==> src/logic/conv_pkg.sv <==
package conv_pkg;

  // pixel and weight width, signed
  localparam int PIXEL_WIDTH = 16;
  // window side, also pixels per streamed row
  localparam int KERNEL_SIZE = 3;
  // dot product and combined output width
  localparam int ACC_WIDTH = 40;
  // width of x, y and channel tags
  localparam int COORD_WIDTH = 8;

  typedef logic signed [PIXEL_WIDTH-1:0] pixel_t;

  // one row of the window, element 0 is the leftmost pixel
  typedef pixel_t [KERNEL_SIZE-1:0] pixel_row_t;

  // per engine row write strobes, one bit per row slot
  typedef struct packed {
    logic [KERNEL_SIZE-1:0] wt_we;
    logic [KERNEL_SIZE-1:0] in_we;
  } load_ctrl_t;

  // output coordinate tag
  typedef struct packed {
    logic [COORD_WIDTH-1:0] x;
    logic [COORD_WIDTH-1:0] y;
    logic [COORD_WIDTH-1:0] ch;
  } coord_t;

  // tagged output pixel
  typedef struct packed {
    logic signed [ACC_WIDTH-1:0] value;
    coord_t                      pos;
  } conv_result_t;

  // stride select: 0 -> 1, 1 -> 2, 2 -> 4
  typedef logic [1:0] stride_mode_t;

  localparam stride_mode_t STRIDE_1   = 2'd0;
  localparam stride_mode_t STRIDE_2   = 2'd1;
  localparam stride_mode_t STRIDE_4   = 2'd2;
  // reserved encoding, never legal
  localparam stride_mode_t STRIDE_BAD = 2'd3;

endpackage

==> src/logic/result_combiner.sv <==
`timescale 1ns/1ps

module result_combiner (
  input  logic                                  clk,
  input  logic                                  arst_n_in,
  input  logic                                  combine_en,
  input  logic signed [conv_pkg::ACC_WIDTH-1:0] sum_0,
  input  logic signed [conv_pkg::ACC_WIDTH-1:0] sum_1,
  input  conv_pkg::coord_t                      pos,
  output logic                                  out_valid,
  output conv_pkg::conv_result_t                out_result
);

  import conv_pkg::*;

  // sum over both input channels
  logic signed [ACC_WIDTH-1:0] pixel_sum;
  conv_result_t                result_q;
  logic                        valid_q;

  // headroom is ample, two 36-bit sums fit in 40 bits
  assign pixel_sum = sum_0 + sum_1;

  // output strobe one cycle behind combine_en
  always_ff @(posedge clk or negedge arst_n_in) begin
    if (!arst_n_in) begin
      valid_q <= 1'b0;
    end else begin
      valid_q <= combine_en;
    end
  end

  // value and tag captured together
  // pos is pre-advance, counters step on this same edge
  always_ff @(posedge clk) begin
    if (combine_en) begin
      result_q.value <= pixel_sum;
      result_q.pos   <= pos;
    end
  end

  // held until the next combine
  assign out_result = result_q;
  assign out_valid  = valid_q;

endmodule

==> config.mk <==
export PLATFORM = sky130hd
export DESIGN_NAME = result_combiner
export DESIGN_NICKNAME = d
export VERILOG_FILES = /design/src/logic/conv_pkg.sv /design/src/logic/result_combiner.sv
export SDC_FILE = /design/constraint.sdc
export NUM_CORES = 1
export LEC_CHECK = 0
export BUFFER_PORTS_ARGS = -buffer_cell sky130_fd_sc_hd__clkbuf_2
export CORE_ASPECT_RATIO = 1.25
export CORE_MARGIN = 5
export CORE_UTILIZATION = 35
export CTS_CLUSTER_SIZE = 14
export DETAILED_ROUTE_END_ITERATION = 10
export PLACE_DENSITY = 0.61
export SYNTH_ARGS = -nofsm -noshare
export SYNTH_HDL_FRONTEND = slang
export SYNTH_SLANG_ARGS = --single-unit
export TNS_END_PERCENT = 20
==> constraint.sdc <==
create_clock -name clk -period 0.8 [get_ports clk]
set_input_delay 0.24 -clock clk [delete_from_list [all_inputs] [get_ports clk]]
set_output_delay 0.24 -clock clk [all_outputs]
set_load 0.02 [all_outputs]
### Yosys cells after proc, flatten, opt, wreduce, memory -nomap -nowiden

Cells that the tools add are included.

* register bits after elaboration: 65
* input bits: 107
* logic and storage cells: 6

* add/sub/neg operators: 1

Operator list (count)
* $add A40 B40 Y40: 1

### Depth between registers and ports, before layout

* depth after elaboration: 1
* depth in mapped cells: 10

### Least setup slack after synthesis

No wires, ideal clock.

* path type: input to register
* start: in sum_0[0] (netlist name)
* end: reg result_q, in the netlist out_result[60] (data pin)
* data arrival time: 2302 ps
* setup slack: -1637 ps
* cell stages on the path: 10
* path buffers: 0
* cells stage by stage: ha_1 > fa_1 > a211oi_2 > o21ai_1 > nand4_1 > a31oi_2 > o2111ai_2 > a21oi_2 > or4_1 > nand3_1

* word-level cells in the longest chain between the ends: 1

RTL lines
* start: declaration: line result_combiner.sv:7 `input logic signed [conv_pkg::ACC_WIDTH-1:0] sum_0,`
* $add A40 B40 Y40: line result_combiner.sv:22 `assign pixel_sum = sum_0 + sum_1;`
* net pixel_sum[36]: line result_combiner.sv:17 `logic signed [ACC_WIDTH-1:0] pixel_sum;`
* end: declaration: line result_combiner.sv:18 `conv_result_t result_q;`

The timed path passes the listed nets, and every way through them passes these cells.
A chain may end at the register's enable or synchronous reset.

### Worst setup path in the final report

Ends and elaborated chain as after synthesis.

==> results.ini <==
[status]
status = finished with violations
violations = negative setup slack

[floorplanning]
initial_core_util_pct = 35.73
die_x_um = 109.7
io_pins = 172
rows = 45
die_area_um2 = 14760
die_y_um = 134.6
core_region_area_um2 = 12160

[pwr]
fin_total_pwr_uw = 12950
ir_drop_uv = 756.9
powerDensity_nw_per_um2 = 1864
p_leak_uw = 0.003203

[cells_and_area]
finalCoreUtilization_pct = 57.11
antenna_cells = 0
multi_input_area_um2 = 2516
regArea_um2 = 1947
fill_cells = 1106
final_area_um2 = 6945
drive_gt1_share_pct = 52.61
layout.nets = 851
area_delta_synth_final_pct = 59.83

[hold_path]
hold_class = in -> reg

[critical_path]
cp.arrival_ns = 2.37
crit_family = compound AO/OA/AOI/OAI gates
cpPeakStageDelay_ns = 0.41
cp_cell_sequence = buf_6, ha_4, fa_2, a211oi_4, o21ai_2, nand4_1, a31oi_4, o2111ai_2, a21oi_2, or4_1, nand3_1
cp_num_buf_inv = 1
cp.required_ns = 1.00
start_kind = primary input
worstSetupPathType = in -> reg
slowest_stage = or4_1
end_kind = flop
cp_max_fo = 3

[detailed_routing]
drc = 0
drt_pass1_iterations = 4
wl_per_cell_um = 14.79
drtIter0Drc = 161
vias = 4245
drt_wl_total_mm = 12.91
vias_per_cell = 4.863
ant_nets = 0

[placement]
placed_cell_area_um2 = 6335
pre_cts_ws_ns = -1.772
place_hpwl_mm = 10.46
port_buffers = 171
place_congestion = 0.8549

[sta]
rsz0062_at_grt = yes
tightest_slew_ns = 0.4689
whs_ns = 0.08089
finalWorstSetupSlack_ns = -1.371
timing.final.crit_share_pct = 271.4
relSlewSlack_pct = 68.45
drv_slew = 0
min_period_ns = 2.171
setup_viol = 104
final_hold_viol_count = 0
fmax_mhz = 460.6

[yosys]
netlist_area_um2 = 4345
synth.largest_area_cell = edfxtp_1
yosysWarnings = 0
synthFlopType = edfxtp_1
syn_avg_cell_area_um2 = 10.84
netlist.area_leader.share_pct = 44.23
ys_seq_area_share_pct = 44.80
synth_cell_type_count = 65
syn_nets = 548
synthArstFlopShare_pct = 1.538
yosysMostFrequentCell = edfxtp_1
ys_seq_elements = 65
synth_edf_count = 64
synthTopCellsByArea = edfxtp_1 (44%), ha_1 (11%), a21oi_1 (4.6%)
netlist_instances = 401
synth_common_cells = edfxtp_1 (64), a21oi_1 (40), ha_1 (39)

[clock_tree]
cts_root_buf = clkbuf_16
clkTransAtPathRegs_ns = 0.06
clock_sinks = 65
htree_levels = 3
ctsLongestPathBuffers = 2
cts_tree = done
numCtsBuffers = 9

[global_route]
grt_pass1_wl_mm = 19.80
antenna_found_initial = 0
grt_overflow = 0
grt_pass1_vias = 4330
grt_max_degree = 41
grt_usage_pct = 17.15

[job]
max_cap_viol_count = 0

-- metrics by stage --
step	std cells	setup TNS, ns
2_1_floorplan	401	-41.79
3_3_place_gp	853	-61.48
3_5_place_dp	853	-62.80
4_1_cts	871	-59.56
5_1_grt	873	-64.33
6_report	873	-58.50
-- final cells by class --
type / count / area share (%)
multi-input combinational: 314 / 36.23
inverter: 7 / 0.3783
clock inverter: 7 / 1.135
tap: 164 / 2.954
clock buffer: 9 / 3.243
timing repair buffer: 307 / 28.03
sequential: 65 / 28.03
-- flip-flops by register name, indices dropped and copies added (netlist names) --
name and count:
out_result 64, out_valid 1
-- worst paths after layout --
check	from	endpoint	slack (ns)	cells past startpoint
setup / recovery	sum_0[0]	out_result[60]	-1.37	11
hold / removal	pos[19]	out_result[19]	0.08	1
max in group asynchronous	arst_n_in	out_valid	0.50	2
min in group asynchronous	arst_n_in	out_valid	0.22	2
-- logic make-up after synthesis --
logic type                 count (synthesis)  synth area share (%)
AOI/OAI and AO/OA                        128                 20.21
and+or+nand+nor                          112                 12.93
DFF                                       65                 44.80
adders and majority gates                 40                 11.69
xor gates and xnor gates                  32                 6.450
buffers and inverters                     22                 3.397
muxes                                      2                0.5182
-- routing by layer --
layer  track usage [%]  wire, um
met5                 0         0
met4             6.999       294
met3             2.296       588
met2             32.48      6974
met1             18.77      5054
-- what timing repair did --
item                       CTS  global route
hold endpoints to repair     1             0
pin swaps                   16            15
gates resized for setup     24            92
setup buffers                1             3
hold buffers                 1             0
setup endpoints to repair  104           104
-- cell usage in the layout (no fill, tap or decap), drive strengths merged, types with 2 or more instances in the layout --
| master | synthesis | routed |
|---|---|---|
| a21oi | 41 | 41 |
| clkinv | 0 | 4 |
| o21ai | 23 | 23 |
| buf | 8 | 201 |
| mux2 | 2 | 2 |
| a21boi | 2 | 2 |
| o21bai | 3 | 3 |
| a211oi | 8 | 8 |
| clkbuf | 5 | 114 |
| edfxtp | 64 | 64 |
| nand4 | 5 | 5 |
| nand2b | 4 | 4 |
| and4 | 3 | 3 |
| o41ai | 2 | 2 |
| o311ai | 2 | 2 |
| and3 | 6 | 6 |
| and2 | 4 | 4 |
| nor3 | 6 | 6 |
| nand3 | 13 | 13 |
| inv | 7 | 9 |
| nor2b | 8 | 8 |
| xor2 | 10 | 10 |
| or4 | 2 | 2 |
| o2111ai | 6 | 6 |
| o31ai | 2 | 2 |
| o211ai | 5 | 5 |
| nand2 | 23 | 23 |
| a31oi | 9 | 9 |
| o21a | 2 | 2 |
| ha | 39 | 39 |
| nor2 | 33 | 33 |
| xnor2 | 22 | 22 |
| a21o | 16 | 16 |
-- report_power, final --
| part | internal [uW] | switching, uW |
|---|---|---|
| clock | 2440 | 1550 |
| combinational | 2140 | 2380 |
| sequential | 4320 | 116 |
| total | 8900 | 4040 |
Note: power is estimated with default switching activity, not from simulation.
