**src/logic/conv_pkg.sv**
```systemverilog
package conv_pkg;

  // pixel and weight width, signed
  localparam int PIXEL_WIDTH = 16;
  // window side, also pixels per streamed row
  localparam int KERNEL_SIZE = 3;
  // dot product and combined output width
  localparam int ACC_WIDTH = 40;
  // width of x, y and channel tags
  localparam int COORD_WIDTH = 8;

  typedef logic signed [PIXEL_WIDTH-1:0] pixel_t;

  // one row of the window, element 0 is the leftmost pixel
  typedef pixel_t [KERNEL_SIZE-1:0] pixel_row_t;

  // per engine row write strobes, one bit per row slot
  typedef struct packed {
    logic [KERNEL_SIZE-1:0] wt_we;
    logic [KERNEL_SIZE-1:0] in_we;
  } load_ctrl_t;

  // output coordinate tag
  typedef struct packed {
    logic [COORD_WIDTH-1:0] x;
    logic [COORD_WIDTH-1:0] y;
    logic [COORD_WIDTH-1:0] ch;
  } coord_t;

  // tagged output pixel
  typedef struct packed {
    logic signed [ACC_WIDTH-1:0] value;
    coord_t                      pos;
  } conv_result_t;

  // stride select: 0 -> 1, 1 -> 2, 2 -> 4
  typedef logic [1:0] stride_mode_t;

  localparam stride_mode_t STRIDE_1   = 2'd0;
  localparam stride_mode_t STRIDE_2   = 2'd1;
  localparam stride_mode_t STRIDE_4   = 2'd2;
  // reserved encoding, never legal
  localparam stride_mode_t STRIDE_BAD = 2'd3;

endpackage

```
**src/logic/window_sequencer.sv**
```systemverilog
`timescale 1ns/1ps

module window_sequencer (
  input  logic                 clk,
  input  logic                 arst_n_in,
  input  logic                 start,
  input  logic                 row_valid,
  input  logic                 last_xy,
  input  logic                 last_all,
  output logic                 row_ready,
  output logic                 running,
  output conv_pkg::load_ctrl_t load_0,
  output conv_pkg::load_ctrl_t load_1,
  output logic                 combine_en
);

  import conv_pkg::*;

  typedef enum logic [2:0] {
    IDLE,
    WEIGHTS_0,
    WEIGHTS_1,
    INPUTS,
    COMBINE
  } seq_state_e;

  seq_state_e             state;
  seq_state_e             state_next;
  // row slot, 0..2 for weights, 0..5 for inputs
  logic [2:0]             slot;
  logic [2:0]             slot_next;
  logic [KERNEL_SIZE-1:0] row_sel;
  logic                   xfer;

  always_ff @(posedge clk or negedge arst_n_in) begin
    if (!arst_n_in) begin
      state <= IDLE;
      slot  <= '0;
    end else begin
      state <= state_next;
      slot  <= slot_next;
    end
  end

  // accept rows only while fetching, never in COMBINE
  assign row_ready  = (state == WEIGHTS_0) || (state == WEIGHTS_1) || (state == INPUTS);
  assign xfer       = row_valid && row_ready;
  assign running    = state != IDLE;
  assign combine_en = state == COMBINE;

  // slot to one-hot row select, slots 3..5 reuse rows 0..2
  always_comb begin
    case (slot)
      3'd0, 3'd3: row_sel = 3'b001;
      3'd1, 3'd4: row_sel = 3'b010;
      default:    row_sel = 3'b100;
    endcase
  end

  // write strobes, only in the cycle of a transfer
  always_comb begin
    load_0 = '0;
    load_1 = '0;
    case (state)
      WEIGHTS_0: load_0.wt_we = xfer ? row_sel : '0;
      WEIGHTS_1: load_1.wt_we = xfer ? row_sel : '0;
      INPUTS: begin
        // first three rows go to engine 0
        if (slot < 3'd3) begin
          load_0.in_we = xfer ? row_sel : '0;
        end else begin
          load_1.in_we = xfer ? row_sel : '0;
        end
      end
      default: ;
    endcase
  end

  always_comb begin
    state_next = state;
    slot_next  = slot;
    case (state)
      IDLE: begin
        if (start) begin
          state_next = WEIGHTS_0;
          slot_next  = '0;
        end
      end
      WEIGHTS_0: begin
        if (xfer) begin
          slot_next  = (slot == 3'd2) ? 3'd0 : slot + 3'd1;
          state_next = (slot == 3'd2) ? WEIGHTS_1 : WEIGHTS_0;
        end
      end
      WEIGHTS_1: begin
        if (xfer) begin
          slot_next  = (slot == 3'd2) ? 3'd0 : slot + 3'd1;
          state_next = (slot == 3'd2) ? INPUTS : WEIGHTS_1;
        end
      end
      INPUTS: begin
        // sixth row closes the window
        if (xfer) begin
          slot_next  = (slot == 3'd5) ? 3'd0 : slot + 3'd1;
          state_next = (slot == 3'd5) ? COMBINE : INPUTS;
        end
      end
      COMBINE: begin
        // flags still show the pre-advance position here
        if (last_all) begin
          state_next = IDLE;
        end else if (last_xy) begin
          state_next = WEIGHTS_0;
        end else begin
          state_next = INPUTS;
        end
      end
      default: state_next = IDLE;
    endcase
  end

  // the shared row bus feeds one slot of one engine per transfer
  assert property (@(posedge clk) disable iff (!arst_n_in)
    $onehot0({load_0, load_1}) && ((|{load_0, load_1}) == xfer));

endmodule

```
**config.mk**
```make
export PLATFORM = sky130hd
export DESIGN_NAME = window_sequencer
export DESIGN_NICKNAME = d
export VERILOG_FILES = /design/src/logic/conv_pkg.sv /design/src/logic/window_sequencer.sv
export SDC_FILE = /design/constraint.sdc
export NUM_CORES = 1
export LEC_CHECK = 0
export ABC_AREA = 1
export BUFFER_PORTS_ARGS = -buffer_cell sky130_fd_sc_hd__buf_2
export CELL_PAD_IN_SITES_DETAIL_PLACEMENT = 1
export CELL_PAD_IN_SITES_GLOBAL_PLACEMENT = 1
export CORE_UTILIZATION = 26
export DETAILED_ROUTE_END_ITERATION = 6
export PLACE_DENSITY = 0.77
export SLEW_MARGIN = 25
export SYNTH_ARGS = -nofsm -noshare
export SYNTH_HDL_FRONTEND = slang
export SYNTH_SLANG_ARGS = --single-unit
```
**constraint.sdc**
```tcl
create_clock -name clk -period 1.1 [get_ports clk]
set_input_delay 0.055 -clock clk [delete_from_list [all_inputs] [get_ports clk]]
set_output_delay 0.055 -clock clk [all_outputs]
set_load 0.01 [all_outputs]
```
-- Yosys cells after proc, flatten, opt, wreduce, memory -nomap -nowiden
Index checks and enable logic that the tools add are counted.
- register bits: 6
- latch bits: 0
- RAM bits: 0
- ROM bits: 0
- bits of input ports: 6
- memories kept: 0
- add/subtract/negate cells: 1
- multipliers: 0
- divide/modulo/power cells: 0
- magnitude comparators: 1
- eq/ne operators: 14
- shift operators: 0
- multiplexer cells: 24
- bitwise logic cells: 0
- reductions and logical operators: 12
- operator list (kind ; count):
    2-to-1 mux 3 bit ; 17
    case mux 3 bit (5 select lines) ; 1
    equality test 3 x 2 -> 1 bit (second input constant) ; 4
    equality test 3 bit (second input constant) ; 3
    case mux 3 bit (3 select lines) ; 1
    inequality test 2 bit (second input constant) ; 4
    AND reduction 4 bit ; 2
    equality test 3 x 1 -> 1 bit (second input constant) ; 2
    logical NOT 3 bit ; 2
    2-to-1 mux 2 bit ; 3
    case mux 3 bit (2 select lines) ; 1
    nonzero test 3 bit ; 2
    OR reduction 2 bit ; 3
    adder 3 x 1 -> 3 bit (second input constant) ; 1
    < comparator 3 x 2 -> 1 bit (second input constant) ; 1
    logical OR 1 bit ; 2
    inequality test 2 x 1 -> 1 bit (second input constant) ; 1
    logical AND 1 bit ; 1
    2-to-1 mux 1 bit ; 1

-- Longest topological paths before layout
- word-level depth: 7
- gate-level depth with buffers: 8
- gate-level depth less buffers: 8

-- Worst setup path after synthesis
No wires, ideal clock.
- path type: reg-to-reg
- start point: register state[0]
- end point: register slot[0]
- arrival: 1130 ps
- setup slack: -148 ps
- cell stages (with the launch flop): 9
- path buffers: 0
- path through: dfrtp_1 -> nor2_4 -> nor2_1 -> nand2_1 -> nand2_2 -> nor2_2 -> inv_1 -> nand2_1 -> nand2_1
- cells in the longest elaborated chain, start to end: 6
- ends and longest elaborated chain (item ; RTL line ; text):
    start: declaration ; window_sequencer.sv:27 ; seq_state_e state;
    start signal: assignment ; window_sequencer.sv:40 ; state <= state_next;
    equality test 3 x 1 -> 1 bit or equality test 3 x 2 -> 1 bit (tied branches) ; window_sequencer.sv:46 ; assign row_ready = (state == WEIGHTS_0) || (state == WEIGHTS_1) || (state == INPUTS);
    logical OR 1 bit ; window_sequencer.sv:46 ;
    logical OR 1 bit * ; window_sequencer.sv:46 ;
    named net row_ready ; window_sequencer.sv:10 ; output logic row_ready,
    logical AND 1 bit * ; window_sequencer.sv:47 ; assign xfer = row_valid && row_ready;
    inequality test 2 bit (no source line) or inequality test 2 x 1 -> 1 bit (tied branches) ; -- ;
    AND reduction 4 bit (no source line) * ; -- ;
    end signal: assignment ; window_sequencer.sv:41 ; slot <= slot_next;
    end: declaration ; window_sequencer.sv:30 ; logic [2:0] slot;
Mark *: on every way through the listed nets, which the timed path passes. The rest lies on a longest branch.
A chain may end at the register's enable or synchronous reset.

==> parameters.txt <==
Parameter                              Value

Clock tree
  CTS max path bufs    2
  TritonCTS Buffers    3
  Count of clock tree sinks    6
  Htree depth    1
  Clock latency on the worst-skew pair    250 ps
  Root Buffer Master    sky130_fd_sc_hd__clkbuf_4
  Clock Pin Slew Worst Setup and Hold Paths    50 ps
  CTS tree    yes

Timing
  Worst-Margin Slew    362 ps
  Highest attainable clock frequency    611 MHz
  Max-slew headroom at the worst pin    75.8%
  Maximum clock skew at final layout    7.16 ps
  Hold_ws    165 ps
  Accumulated negative setup slack    -9210 ps
  Final min period    1640 ps
  Worst path setup slack after routing    -536 ps
  Count of pins over their slew limit    0
  Final setup vio count    21
  Final Hold Violating Endpoints    0
  Tcrit/Tclk final    149%
  RSZ-0062 raised after global routing    yes

Floorplanning
  Die Ht    47.3 um
  I/O pin count    21
  Starting utilization of the core area    27.4%
  Placement row count    16
  Die Width    47.3 um
  Die area    2230 um^2
  Core Region    1940 um^2

Critical path
  Data required time at the worst endpoint    1040 ps
  Setup Crit Path Kind    flip-flop to primary output
  Worst Setup Start Kind    flip-flop
  Kind of capture point of the worst setup path    primary output
  Reg2reg path depth    10
  Register-to-register setup slack    -410 ps
  Critical path fanouts, max    5
  Origin of the critical flop-to-flop path    state[0]
  Data arrival time of the critical path    1580 ps
  Endpoint of the worst-slack reg-to-reg timing path    state[0]

Cells and area
  Most used cells in the layout excluding fill and tap cells    24 x sky130_fd_sc_hd__buf_4, 19 x sky130_fd_sc_hd__nand2_1, 15 x sky130_fd_sc_hd__buf_2
  Fraction of the core area covered by cells at the end of the flow    62.2%
  Number of inserted diodes    0
  Most frequent standard cell in the layout excluding fill and tap cells    sky130_fd_sc_hd__buf_4
  Final standard cell area without fillers    1210 um^2
  Ratio of cells with drive above 1 in the final layout    68.4%
  Net total in the final layout    160
  Fillcell total    238
  Area growth, synth to finish    127%

Routing
  Post-DRT Antenna Nets    0
  Final routed wirelength across all metal layers    3.68 mm
  Average wire per standard cell    20.6 um
  Number of vias per cell after detailed routing    5.28
  DR pass1 iterations    4
  DRC errors left    0
  Detailed Route Iter0 Violations    21
  Total number of vias    946

Global routing
  GRT Residual Overflow    0
  Vias in the first global route    863
  Wire length of the first global-routing pass    3.59 mm
  Maximum number of pins on one net before global-route repair    7
  Gr usage total    23.0%
  Number of antenna violations at the first check in global routing    0

Outcome
  Outcome    finished with violations
  Failing checks    setup timing

Yosys
  Post-synthesis instance area    533 um^2
  Portion of the post-synthesis area used by sequential elements    28.2%
  Synthesis-stage register bit count    6
  Synthesized area per cell    5.67 um^2
  Count of unique library cells instantiated by Yosys    15
  Count of warnings emitted by yosys    0
  Cell count after synthesis    94
  Net Count, Synth    101

Pwr
  IR drop worst, VDD    1520 uV
  Total power of the final layout    3.17 mW
  Leakage power summed over all cells    0.611 nW
  Power density over cell area    2620 nW/um^2

Placed design
  Final RePlAce weighted congestion    0.769
  Port Buffers    20
  Post-detail-place hpwl    1.71 mm
  Placed cell area    853 um^2

Hold path
  Worst hold path class    primary input to asynchronous set/reset pin

Job
  Reported max-cap violation count    0
-- layout make-up --
class | instances | area (um^2) | share of cell area, %
multi-input combinational | 75 | 518 | 42.9
inverter | 13 | 51.3 | 4.24
sequential | 6 | 156 | 12.9
clock buffer | 4 | 26.3 | 2.17
timing repair buffer | 54 | 423 | 35.0
tap | 27 | 33.8 | 2.80
-- power by group --
group	switching [mW]	internal (mW)
Clock	0.0834	0.138
Combinational	1.40	1.12
Sequential	0.127	0.303
-- routing by layer --
layer / global-route usage, % / up-vias / share of wire, %
li1: - / 411 / -
met1: 26.0 / 469 / 39
met2: 45.5 / 52 / 52
met3: 1.15 / 14 / 5.1
met4: 6.29 / 0 / 3.3
met5: 0 / - / 0
-- Yosys cell counts --
library cell / instances / share of area [%]
sky130_fd_sc_hd__ha_1: 1 / 2.3
sky130_fd_sc_hd__nand3b_1: 1 / 1.4
sky130_fd_sc_hd__nand2_2: 1 / 1.2
sky130_fd_sc_hd__o21ai_0: 4 / 3.8
sky130_fd_sc_hd__a21oi_1: 1 / 0.94
sky130_fd_sc_hd__nand3_1: 9 / 8.5
sky130_fd_sc_hd__inv_1: 13 / 9.2
sky130_fd_sc_hd__nor3_1: 3 / 2.8
sky130_fd_sc_hd__nor2_4: 1 / 2.1
sky130_fd_sc_hd__nand4_1: 1 / 1.2
sky130_fd_sc_hd__nor2_1: 24 / 17
sky130_fd_sc_hd__o211ai_1: 1 / 1.4
sky130_fd_sc_hd__dfrtp_1: 6 / 28
sky130_fd_sc_hd__nand2_1: 27 / 19
sky130_fd_sc_hd__nor2_2: 1 / 1.2
-- through the flow --
step / std cells / setup slack (ps)
after floorplan: 94 / -72.0
after global placement: 161 / -173
after CTS: 172 / -429
after global routing: 179 / -579
final: 179 / -536
after detailed placement: 161 / -252
-- worst max-delay path, cell delays in order (launching register included) --
cell and delay, ps:
sky130_fd_sc_hd__dfrtp_2 460, sky130_fd_sc_hd__buf_4 160, sky130_fd_sc_hd__a21oi_2 200, sky130_fd_sc_hd__nand2_1 190
sky130_fd_sc_hd__nor2_1 170, sky130_fd_sc_hd__buf_2 160
-- cell families (layout without fill, tap and decap cells) --
| kind of cell | after synthesis | in the layout | share of synthesized area [%] |
|---|---|---|---|
| DFF | 6 | 6 | 28.2 |
| AOI/OAI and AO/OA | 6 | 6 | 6.10 |
| buffers and inverters | 13 | 71 | 9.16 |
| and+or+nand+nor | 68 | 68 | 54.2 |
| adders and majority gates | 1 | 1 | 2.35 |
-- worst max-delay path by stage --
stage,slack (ps),to,startpoint,cells after the start
floorplan,-70,slot[0],state[1],8
global placement,-170,load_0[4],state[1],5
detailed placement,-250,load_0[1],state[1],5
CTS,-430,load_0[3],slot[0],8
global route,-580,load_0[5],slot[0],5
finish,-540,load_0[5],slot[0],5
-- timing repair --
action / in CTS / in global routing
hold buffers: 1 / 0
setup endpoints to repair: 21 / 21
resized for setup: 27 / 39
endpoints found under the hold margin: 6 / 0
gates cloned: 0 / 0
pin swaps: 6 / 17
buffers inserted: 6 / 10
-- registers in the layout (all words and copies together) (netlist names) --
signal / cells
state: 3
slot: 3
Power figures use the tool's default switching activity.
