[config.mk]
export PLATFORM = sky130hd
export DESIGN_NAME = loop_counters
export DESIGN_NICKNAME = d
export VERILOG_FILES = /design/src/logic/conv_pkg.sv /design/src/logic/loop_counters.sv
export SDC_FILE = /design/constraint.sdc
export NUM_CORES = 1
export LEC_CHECK = 0
export BUFFER_PORTS_ARGS = -buffer_cell sky130_fd_sc_hd__buf_2
export CORE_ASPECT_RATIO = 2
export CORE_UTILIZATION = 56
export CTS_CLUSTER_DIAMETER = 40
export DETAILED_ROUTE_END_ITERATION = 6
export PLACE_DENSITY = 0.91
export SYNTH_ARGS = -nofsm -noshare
export SYNTH_HDL_FRONTEND = slang
export SYNTH_SLANG_ARGS = --single-unit
[constraint.sdc]
create_clock -name clk -period 3.4 [get_ports clk]
set_input_delay 0.51 -clock clk [delete_from_list [all_inputs] [get_ports clk]]
set_output_delay 0.51 -clock clk [all_outputs]
set_load 0.03 [all_outputs]
[src/logic/conv_pkg.sv]
package conv_pkg;

  // pixel and weight width, signed
  localparam int PIXEL_WIDTH = 16;
  // window side, also pixels per streamed row
  localparam int KERNEL_SIZE = 3;
  // dot product and combined output width
  localparam int ACC_WIDTH = 40;
  // width of x, y and channel tags
  localparam int COORD_WIDTH = 8;

  typedef logic signed [PIXEL_WIDTH-1:0] pixel_t;

  // one row of the window, element 0 is the leftmost pixel
  typedef pixel_t [KERNEL_SIZE-1:0] pixel_row_t;

  // per engine row write strobes, one bit per row slot
  typedef struct packed {
    logic [KERNEL_SIZE-1:0] wt_we;
    logic [KERNEL_SIZE-1:0] in_we;
  } load_ctrl_t;

  // output coordinate tag
  typedef struct packed {
    logic [COORD_WIDTH-1:0] x;
    logic [COORD_WIDTH-1:0] y;
    logic [COORD_WIDTH-1:0] ch;
  } coord_t;

  // tagged output pixel
  typedef struct packed {
    logic signed [ACC_WIDTH-1:0] value;
    coord_t                      pos;
  } conv_result_t;

  // stride select: 0 -> 1, 1 -> 2, 2 -> 4
  typedef logic [1:0] stride_mode_t;

  localparam stride_mode_t STRIDE_1   = 2'd0;
  localparam stride_mode_t STRIDE_2   = 2'd1;
  localparam stride_mode_t STRIDE_4   = 2'd2;
  // reserved encoding, never legal
  localparam stride_mode_t STRIDE_BAD = 2'd3;

endpackage

[src/logic/loop_counters.sv]
`timescale 1ns/1ps

module loop_counters #(
  parameter int FMAP_WIDTH   = 7,
  parameter int FMAP_HEIGHT  = 7,
  parameter int OUT_CHANNELS = 2
) (
  input  logic                 clk,
  input  logic                 arst_n_in,
  input  conv_pkg::stride_mode_t stride_mode,
  input  logic                 start,
  input  logic                 step,
  output conv_pkg::coord_t     pos,
  output logic                 last_xy,
  output logic                 last_all
);

  import conv_pkg::*;

  coord_t                 pos_q;
  stride_mode_t           stride_q;
  logic [COORD_WIDTH-1:0] stride_step;
  logic                   last_x;
  logic                   last_y;
  logic                   last_ch;

  // stride held for the whole run, sampled with start
  always_comb begin
    case (stride_q)
      STRIDE_2: stride_step = COORD_WIDTH'(2);
      STRIDE_4: stride_step = COORD_WIDTH'(4);
      default:  stride_step = COORD_WIDTH'(1);
    endcase
  end

  // last when the next window would run past the map edge
  assign last_y  = (int'(pos_q.y) + int'(stride_step) + KERNEL_SIZE) > FMAP_HEIGHT;
  assign last_x  = (int'(pos_q.x) + int'(stride_step) + KERNEL_SIZE) > FMAP_WIDTH;
  assign last_ch = int'(pos_q.ch) == OUT_CHANNELS - 1;

  assign last_xy  = last_x && last_y;
  assign last_all = last_xy && last_ch;
  assign pos      = pos_q;

  // y fastest, then x, then output channel
  always_ff @(posedge clk or negedge arst_n_in) begin
    if (!arst_n_in) begin
      pos_q    <= '0;
      stride_q <= STRIDE_1;
    end else if (start) begin
      pos_q    <= '0;
      stride_q <= stride_mode;
    end else if (step) begin
      if (last_y) begin
        pos_q.y <= '0;
        if (last_x) begin
          pos_q.x  <= '0;
          // wraps to 0 after the final channel
          pos_q.ch <= last_ch ? '0 : pos_q.ch + 1'b1;
        end else begin
          pos_q.x <= pos_q.x + stride_step;
        end
      end else begin
        pos_q.y <= pos_q.y + stride_step;
      end
    end
  end

  // reserved stride code must never start a run
  assert property (@(posedge clk) disable iff (!arst_n_in)
    start |-> (stride_mode != STRIDE_BAD));

endmodule

## Word level (Yosys, flattened, before mapping)

Cells that the tools add are included.

- Add/sub/neg operators: 7
- $lt $le $gt $ge: 2
- Equal/unequal tests: 3
- Multiplexer cells: 9
- Reductions and logical operators: 7

Operators by type and width:

| cell | number |
|---|---|
| $mux 24 | 2 |
| $mux 8 | 6 |
| $add 9x2->10 const B | 2 |
| $gt 10x3->1 const B | 2 |
| $add 8x8->9 | 2 |
| $add 8x8->8 | 2 |
| $add 8x1->8 const B | 1 |
| $eq 8x2->1 const B | 1 |
| $pmux 3 s2 | 1 |
| $reduce_bool 2->1 | 3 |
| $reduce_and 3->1 | 1 |
| $eq 2x1->1 const B | 1 |
| $eq 2x2->1 const B | 1 |
| $logic_and 1x1->1 | 2 |
| $reduce_and 2->1 | 1 |

- Register bits after elaboration: 26
- Input bits: 6
- Output and inout bits: 26
- Word-level logic and storage cells: 32

## Depth between registers and ports, before layout

Gate-level depths: netlist (run 1).

- Depth after elaboration: 9
- Depth in mapped cells: 13
- Depth with buffers taken out: 12

## Worst setup path before layout (run 1)

OpenSTA, ideal clock, no wires.

- Path type: register to output
- Start point: reg stride_q[1]
- End point: out last_all
- Arrival time: 2.947 ns
- Data required time: 2.890 ns
- Path slack: -0.057 ns
- Stages on the path, launching flop included: 13
- Path buffers: 1
- Cells stage by stage: dfrtp_1 > inv_1 > ha_1 > inv_1 > ha_1 > inv_1 > ha_1 > ha_1 > xnor2_1 > nand4_1 > a21oi_2 > buf_2 > nor4_1

- Longest elaborated chain between the ends: 7
- Elaborated cells on any way between the ends: 11
- Those cells by class: add/sub (4); order compare (2); eq/ne (2); mux (1); reduce/logical (2)

RTL lines:

| element | RTL line | text |
|---|---|---|
| start, declared | loop_counters.sv:21 | `stride_mode_t stride_q;` |
| start signal, assigned | loop_counters.sv:52 | `stride_q <= stride_mode;` |
| $eq 2x2->1 / $eq 2x1->1 (equally long branches) | loop_counters.sv:29 | `case (stride_q)` |
| $pmux 3 s2 (*) | loop_counters.sv:29 |  |
| $add 8x8->9, on equally long branches | loop_counters.sv:38, loop_counters.sv:37 |  |
| $add 9x2->10, on equally long branches | loop_counters.sv:38, loop_counters.sv:37 |  |
| $gt 10x3->1, on equally long branches | loop_counters.sv:38, loop_counters.sv:37 |  |
| $logic_and 1x1->1 (*) | loop_counters.sv:41 | `assign last_xy = last_x && last_y;` |
| $logic_and 1x1->1 (*) | loop_counters.sv:42 | `assign last_all = last_xy && last_ch;` |
| end, declared | loop_counters.sv:15 | `output logic last_all` |

Every way passes the cells marked *; elsewhere a longest branch is shown, timed or not.

## Final worst setup path (run 1)

- Start point: reg stride_q[0]
- End point: out last_all

Same word-level chain as after synthesis.

==> summary.txt, run 1 <==
SYNTHESIS
--------------------------------------------------------------------------------
Count of flip-flops with a built-in enable after synthesis                     0
Count of different cell masters after synthesis                               45
Top FF cell, synth                                                  sky130_fd_sc_hd__dfrtp_1
Synthesis Warnings                                                             0
Post-synthesis cell area                                            0.001856 mm²
Synthesized instance count                                                   198
Mapped Avg Cell Area                                                   9.371 µm²
Asr flop ratio synth                                                      100.0%
Synthesized netlist net count                                                227
Sequential fraction of the synthesis area                                 35.06%
Number of flip-flops and latches in the synthesized netlist                   26

POWER AND IR DROP
--------------------------------------------------------------------------------
Sequential fraction of design power                                        34.9%
Max IR drop VDD                                                         394.9 µV
Share of total power in combinational logic                                39.3%
Sw Pwr                                                                 0.3727 mW
Sw Share                                                                  36.91%
Proportion of power drawn by the clock network                             25.9%
Leak                                                                    1.074 nW
Total power draw                                                        1.010 mW
P_int                                                                  0.6370 mW
Power per unit of standard cell area                                461.4 mW/mm²

GRT
--------------------------------------------------------------------------------
Number of antenna violations at the first check in global routing              0
Largest net degree at the start of global routing                             27
Gr usage total                                                            27.05%
Number of global-route vias before repair                                   1574
Wire length of the first global-routing pass                            7.369 mm
Overflow left after global routing                                             0

ROUTING
--------------------------------------------------------------------------------
Residual antenna-violating net count after detailed routing                    0
First-pass detailed-route iteration total                                      4
Via total after detailed routing                                            1641
Final routed wirelength across all metal layers                         4.619 mm
Residual DRC                                                                   0
Routed wire length per instance                                         17.36 µm
First DRT Iteration DRCs                                                      78
Post-DR vias/cell                                                          6.169

FLOORPLAN
--------------------------------------------------------------------------------
Effective utilization at floorplan                                        58.78%
Die Width                                                               42.70 µm
Die height                                                              83.41 µm
Number of rows created at floorplan                                           29
Boundary pin count                                                            32
DIE AREA                                                            0.003561 mm²
Area of the core                                                    0.003157 mm²

FINISH
--------------------------------------------------------------------------------
Fraction of layout instances using a drive strength above 1               25.96%
Relative area change from synthesis to final layout                       17.94%
Final net count                                                              265
Utilization of the core after routing                                     69.32%
Finished layout cell area                                           0.002188 mm²
Non-filler instance count after layout                                       266
Number of antenna diodes                                                       0

CLOCK NETWORK
--------------------------------------------------------------------------------
CTS H-tree depth                                                               1
Root buffer cell                                                    sky130_fd_sc_hd__clkbuf_8
Number of buffers created by CTS                                               3
Worst-path clk slew                                                        90 ps
TritonCTS clock tree                                                        done
TritonCTS Sinks                                                               26
Longest Clk Path Bufs                                                          2
Clock Latency Late Sink                                                   280 ps

TIMING
--------------------------------------------------------------------------------
Rel. slew slack                                                           55.90%
Shortest period the worst path allows                                    3257 ps
Number of setup violations in the final report                                 0
Worst setup skew after layout                                           4.162 ps
Count of final max-slew check failures                                         0
Slew at the pin with the worst max-slew slack                           654.4 ps
Achievable clock frequency                                            0.3070 GHz
Total Neg Setup Slack                                                       0 ps
Final clock period utilization by the worst path                          95.80%
Count of final hold-check violations                                           0

SETUP PATH
--------------------------------------------------------------------------------
Critical path required time                                              2890 ps
Reg2Reg Depth                                                                 14
Largest fanout of any net on the critical path                                 8
Crit path capture                                                       last_all
Endpoint arrival time on the critical path                               2750 ps
Worst reg2reg startpoint                                            stride_q[1]$_DFFE_PN0P_
Critical Setup Path Class                                                reg2out
Endpoint kind of the worst setup timing path                          output pin
Worst reg2reg setup slack                                                 360 ps
RR Endpoint                                                         pos[4]$_DFFE_PN0P_
Sort of element at the start of the critical path                       register
Worst Setup SP                                                      stride_q[0]$_DFFE_PN0P_

PLACE
--------------------------------------------------------------------------------
Standard cell area after detailed placement                         0.002061 mm²
Port buffer count                                                             31
Placer Congestion                                                         0.8684
Half-perimeter wire length of the detailed placement result             3.296 mm
Placed instance count                                                        259

WORST HOLD PATH
--------------------------------------------------------------------------------
Worst Hold Class                                                        in2async

RUN
--------------------------------------------------------------------------------
Max-Cap Viols                                                                  0

RUN STATUS
--------------------------------------------------------------------------------
Result of the run                                                      completed

==> cell usage in the layout, fill, tap and decap left out, drive strengths merged, types with 2 or more instances in the layout <==
cell / netlist / final
buf: 2 / 37
dfrtp: 26 / 26
ha: 21 / 21
inv: 17 / 17
nor2: 16 / 16
nand2: 12 / 12
xnor2: 8 / 8
a21oi: 8 / 8
nor3: 7 / 7
nand3: 7 / 7
o21a: 7 / 7
nand2b: 6 / 6
nor4: 6 / 6
o21ai: 6 / 6
nor2b: 5 / 5
a31oi: 4 / 4
xor2: 3 / 3
nand4: 3 / 3
nand3b: 3 / 3
or3: 3 / 3
mux2: 3 / 3
or2: 3 / 3
clkbuf: 2 / 3
o22ai: 2 / 2
nand4b: 2 / 2
fa: 2 / 2
o31ai: 2 / 2
o41ai: 2 / 2
o311ai: 2 / 2
==> how the worst min path moves through the flow <==
stage / end / startpoint / slack [ps]
final: stride_q[0]$_DFFE_PN0P_ / arst_n_in / 220
after global placement: pos[15]$_DFFE_PN0P_ / pos[15]$_DFFE_PN0P_ / 500
after CTS: pos[16]$_DFFE_PN0P_ / arst_n_in / 240
after detailed placement: pos[15]$_DFFE_PN0P_ / pos[15]$_DFFE_PN0P_ / 510
after global routing: pos[16]$_DFFE_PN0P_ / arst_n_in / 260
after floorplan: pos[0]$_DFFE_PN0P_ / arst_n_in / 210
==> timing repair <==
| action | CTS | global route |
|---|---|---|
| setup endpoints to repair | 2 | 2 |
| gates resized for setup | 3 | 4 |
| pin swaps | 0 | 1 |
| hold buffers | 0 | 0 |
| buffers inserted | 0 | 3 |
==> synthesized netlist by cell type (all sizes together) (2+ instances only) <==
| master | instances | area [µm²] |
|---|---|---|
| nor3 | 7 | 35.03 |
| xnor2 | 8 | 77.58 |
| or2 | 3 | 18.77 |
| o311ai | 2 | 17.52 |
| a31oi | 4 | 25.02 |
| fa | 2 | 40.04 |
| o21a | 7 | 53.80 |
| nand3b | 3 | 22.52 |
| o21ai | 6 | 33.78 |
| inv | 17 | 63.81 |
| or3 | 3 | 18.77 |
| ha | 21 | 262.8 |
| o22ai | 2 | 12.51 |
| nor2b | 5 | 31.28 |
| o41ai | 2 | 25.03 |
| nand4 | 3 | 18.77 |
| nand4b | 2 | 17.52 |
| nand2b | 6 | 37.54 |
| nor2 | 16 | 60.06 |
| buf | 2 | 10.01 |
| nor4 | 6 | 37.54 |
| xor2 | 3 | 26.28 |
| dfrtp | 26 | 650.6 |
| nand2 | 12 | 45.04 |
| o31ai | 2 | 20.02 |
| clkbuf | 2 | 7.510 |
| a21oi | 8 | 43.79 |
| nand3 | 7 | 35.03 |
| mux2 | 3 | 33.78 |
==> power groups by stage <==
| stage | registers [mW] | clock network [mW] | logic, mW |
|---|---|---|---|
| after floorplan | 0.381 | 0 | 0.227 |
| after detailed placement | 0.357 | 0 | 0.356 |
| after global routing | 0.356 | 0.272 | 0.429 |
| after CTS | 0.351 | 0.264 | 0.370 |
| final | 0.352 | 0.261 | 0.396 |
| after global placement | 0.356 | 0 | 0.349 |
==> per-layer routing <==
layer,GRT usage (%),share of wire [%]
met1,31.38,37
met2,44.21,55
met3,3.261,3.3
met4,18.75,4.7
met5,0,0
==> cell families (layout without fill, tap and decap cells) <==
family,count (synthesis),in the layout,synth area share [%]
AOI/OAI and AO/OA,38,38,14.84
xor gates and xnor gates,11,11,5.597
adders and majority gates,23,23,16.32
buffers and inverters,21,58,4.383
DFF,26,26,35.06
muxes,4,4,2.562
and+or+nand+nor,75,75,21.24
==> through the flow <==
stage / worst slack [ps] / hold WS [ps]
6_report: 142.9 / 221.2
5_1_grt: -35.35 / 264.2
4_1_cts: 55.18 / 237.4
3_5_place_dp: 257.4 / 509.3
3_3_place_gp: 362.7 / 499.3
2_1_floorplan: 277.7 / 214.4
==> sequential cells by signal, indices dropped and copies added, names as in the netlist <==
register / cells
stride_q: 2
pos: 24
==> layout make-up <==
class,instances,area [µm²]
Tap cell,31,38.79
Timing Repair Buffer,37,202.7
Fill cell,233,968.4
Clock buffer,3,41.29
Clock inverter,1,30.03
Sequential cell,26,650.6
Inverter,17,63.81
Multi-Input combinational cell,151,1161
==> worst max-delay path: stages (launching register included) <==
cell and delay [ps]:
sky130_fd_sc_hd__dfrtp_1 400, sky130_fd_sc_hd__inv_1 90, sky130_fd_sc_hd__ha_1 300, sky130_fd_sc_hd__xnor2_2 340, sky130_fd_sc_hd__xor2_1 190, sky130_fd_sc_hd__ha_1 200
sky130_fd_sc_hd__nand2b_1 70, sky130_fd_sc_hd__nand4_1 130, sky130_fd_sc_hd__nor3_1 80, sky130_fd_sc_hd__buf_4 170, sky130_fd_sc_hd__nor4_2 290, sky130_fd_sc_hd__buf_4 210
Note: power is estimated with default switching activity, not from simulation.
==> run 2: changes to the inputs <==
--- a/config.mk
+++ b/config.mk
@@ -7,10 +7,10 @@
 export LEC_CHECK = 0
 export BUFFER_PORTS_ARGS = -buffer_cell sky130_fd_sc_hd__buf_2
 export CORE_ASPECT_RATIO = 2
-export CORE_UTILIZATION = 56
+export CORE_UTILIZATION = 50
 export CTS_CLUSTER_DIAMETER = 40
 export DETAILED_ROUTE_END_ITERATION = 6
-export PLACE_DENSITY = 0.91
+export PLACE_DENSITY = 0.86
 export SYNTH_ARGS = -nofsm -noshare
 export SYNTH_HDL_FRONTEND = slang
 export SYNTH_SLANG_ARGS = --single-unit
==> constraint.sdc (replaced) <==
create_clock -name clk -period 2.9 [get_ports clk]
set_input_delay 0.435 -clock clk [delete_from_list [all_inputs] [get_ports clk]]
set_output_delay 0.435 -clock clk [all_outputs]
set_load 0.03 [all_outputs]
==> run 2 against run 1 <==
Global-route usage increased by 0.71 points; die area is 12% higher; critical path type unchanged; setup slack got worse by 290 ps; combinational power up 82%; the flow now finishes with violations (negative setup slack); sequential power is 18% higher; total power grew 37%; final cell count up 13%; worst hold slack lost 74 ps; via count up 9.8%; register-to-register slack got worse by 420 ps; wire length up 24%; first-iteration DRC count down 19%.
==> summary.txt, run 2 (synthesized netlist as in run 1, its figures left out) <==
CLOCK NETWORK
----------------------------------------------------------------------------------
Root buffer cell                                                      sky130_fd_sc_hd__clkbuf_8
Clock Latency Late Sink                                                     280 ps
TritonCTS clock tree                                                          done
CTS H-tree depth                                                                 1
Count of hold-fix buffers inserted at cts                                        0
Number of buffers created by CTS                                                 3
Worst-path clk slew                                                         100 ps
Longest Clk Path Bufs                                                            2
TritonCTS Sinks                                                                 26

FLOORPLAN
----------------------------------------------------------------------------------
Die height                                                                88.15 µm
DIE AREA                                                              0.003973 mm²
Number of rows created at floorplan                                             31
Die Width                                                                 45.08 µm
Boundary pin count                                                              32
Area of the core                                                      0.003568 mm²
Effective utilization at floorplan                                          52.00%

POWER AND IR DROP
----------------------------------------------------------------------------------
Total power draw                                                          1.386 mW
Share of total power in combinational logic                                  51.9%
Proportion of power drawn by the clock network                               18.0%
Power per unit of standard cell area                                  530.9 mW/mm²
P_int                                                                    0.8245 mW
Sw Pwr                                                                   0.5612 mW
Leak                                                                      1.196 nW
Sequential fraction of design power                                          30.1%
Max IR drop VDD                                                           405.1 µV
Sw Share                                                                    40.50%

SETUP PATH
----------------------------------------------------------------------------------
Critical-path top delay cell                                          sky130_fd_sc_hd__dfrtp_1
Endpoint arrival time on the critical path                                 2610 ps
Critical path required time                                                2470 ps
Endpoint kind of the worst setup timing path                            output pin
Sort of element at the start of the critical path                         register
Delay of the slowest cell on the worst path                                 420 ps
Most used cell along the critical path                                sky130_fd_sc_hd__ha_4
Cell chain of the critical path                                       buf_6 -> ha_4 -> inv_4 -> ha_4 -> inv_2 -> ha_4 -> ha_4 -> nand2b_4 -> nand4_1 -> nor3_4 -> nor2_1 -> buf_4
Critical Setup Path Class                                                  reg2out
Largest fanout of any net on the critical path                                   4

FINISH
----------------------------------------------------------------------------------
Finished layout cell area                                             0.002610 mm²
Leading cell types in the layout, fill and taps excluded              sky130_fd_sc_hd__buf_2, sky130_fd_sc_hd__dfrtp_1, sky130_fd_sc_hd__buf_4
Relative area change from synthesis to final layout                         40.66%
Most common cell after layout, fill and taps aside                    sky130_fd_sc_hd__buf_2
Number of antenna diodes                                                         0
Number of inserted filler cells in the final layout                            248
Fraction of layout instances using a drive strength above 1                 41.67%
Flip-flop count of the largest register, all copies and words added             24
Final net count                                                                282

ROUTING
----------------------------------------------------------------------------------
Residual antenna-violating net count after detailed routing                      0
Routed wire length per instance                                           19.03 µm
First DRT Iteration DRCs                                                        63
Final routed wirelength across all metal layers                           5.727 mm
Residual DRC                                                                     0
Via total after detailed routing                                              1801
Post-DR vias/cell                                                            5.983
First-pass detailed-route iteration total                                        4

TIMING
----------------------------------------------------------------------------------
Worst setup skew after layout                                             3.145 ps
Shortest period the worst path allows                                      3050 ps
Unrepaired setup endpoints after global routing                               true
Setup slack of the critical path after layout                            -149.8 ps
Slew at the pin with the worst max-slew slack                             611.0 ps
Achievable clock frequency                                              0.3279 GHz
Number of setup violations in the final report                                   3
Final clock period utilization by the worst path                            105.2%
Rel. slew slack                                                             59.26%
Count of final hold-check violations                                             0
Count of final max-slew check failures                                           0

GRT
----------------------------------------------------------------------------------
Wire length of the first global-routing pass                              7.948 mm
Largest net degree at the start of global routing                               27
Gr usage total                                                              27.75%
Number of antenna violations at the first check in global routing                0
Number of global-route vias before repair                                     1690
Overflow left after global routing                                               0

RUN STATUS
----------------------------------------------------------------------------------
Result of the run                                                     finished with violations
Violated checks                                                       negative setup slack

PLACE
----------------------------------------------------------------------------------
Port buffer count                                                               31
Standard cell area after detailed placement                           0.002135 mm²
Placer Congestion                                                           0.8406
Half-perimeter wire length of the detailed placement result               3.254 mm

WORST HOLD PATH
----------------------------------------------------------------------------------
Worst Hold Class                                                          in2async

RUN
----------------------------------------------------------------------------------
Max-Cap Viols                                                                    0

==> run 2: power by group through the flow <==
stage | Clock [mW] | Sequential, mW | Combinational (mW)
3_3_place_gp | 0 | 0.416 | 0.436
3_5_place_dp | 0 | 0.418 | 0.449
4_1_cts | 0.251 | 0.413 | 0.568
2_1_floorplan | 0 | 0.447 | 0.275
6_report | 0.250 | 0.417 | 0.719
5_1_grt | 0.265 | 0.420 | 0.757
==> run 2: per-layer routing <==
metal | vias up | track usage, % | share of wire (%)
li1 | 805 | - | -
met1 | 893 | 30.55 | 35
met2 | 82 | 47.43 | 55
met3 | 21 | 3.711 | 5.2
met4 | 0 | 18.18 | 4.5
met5 | - | 0 | 0
==> run 2: layout make-up <==
class	count	area (µm²)	area share, %
repair buffers	54	352.8	13.52
flip-flops and latches	26	650.6	24.93
clock buffers	4	55.05	2.109
well taps	49	61.31	2.349
inverters	17	66.31	2.541
multi-input cells	151	1424	54.55
==> run 2: worst max-delay path: cells and delay by family, from the launching register on <==
kind,cells,cell delay [ps]
AND/OR/NAND/NOR,4,760
adder cells (fa/ha/maj),4,720
buffers and inverters,4,420
flip-flops,1,420
==> run 2: final timing paths <==
path	to	start	slack [ps]	depth (start not counted)
worst max-delay path	last_xy	stride_q[1]$_DFFE_PN0P_	-150	12
worst min register to register	pos[23]$_DFFE_PN0P_	pos[23]$_DFFE_PN0P_	520	1
worst min-delay path	pos[3]$_DFFE_PN0P_	arst_n_in	150	1
min in group clk	stride_q[0]$_DFFE_PN0P_	stride_mode[0]	360	3
worst max register to register	pos[1]$_DFFE_PN0P_	stride_q[1]$_DFFE_PN0P_	-60	14
max in group asynchronous	pos[6]$_DFFE_PN0P_	arst_n_in	2350	1
==> run 2: stage by stage <==
stage | instances | utilization, % | setup WS (ps) | TNS [ps] | hold slack [ps]
3_3_place_gp | 282 | 59.82 | 122.3 | 0 | 466.7
3_5_place_dp | 282 | 59.82 | 32.79 | 0 | 474.3
6_report | 301 | 73.14 | -149.8 | -342.8 | 147.5
4_1_cts | 293 | 67.39 | 1.170 | 0 | 161.1
2_1_floorplan | 198 | - | 27.51 | 0 | 139.4
5_1_grt | 301 | 73.14 | -228.2 | -614.8 | 185.3
==> run 2: timing repair <==
item,4_1_cts,5_1_grt
setup buffers,7,7
endpoints found under the setup margin,2,20
pin swaps,5,12
cloned,0,1
gates resized for setup,29,29
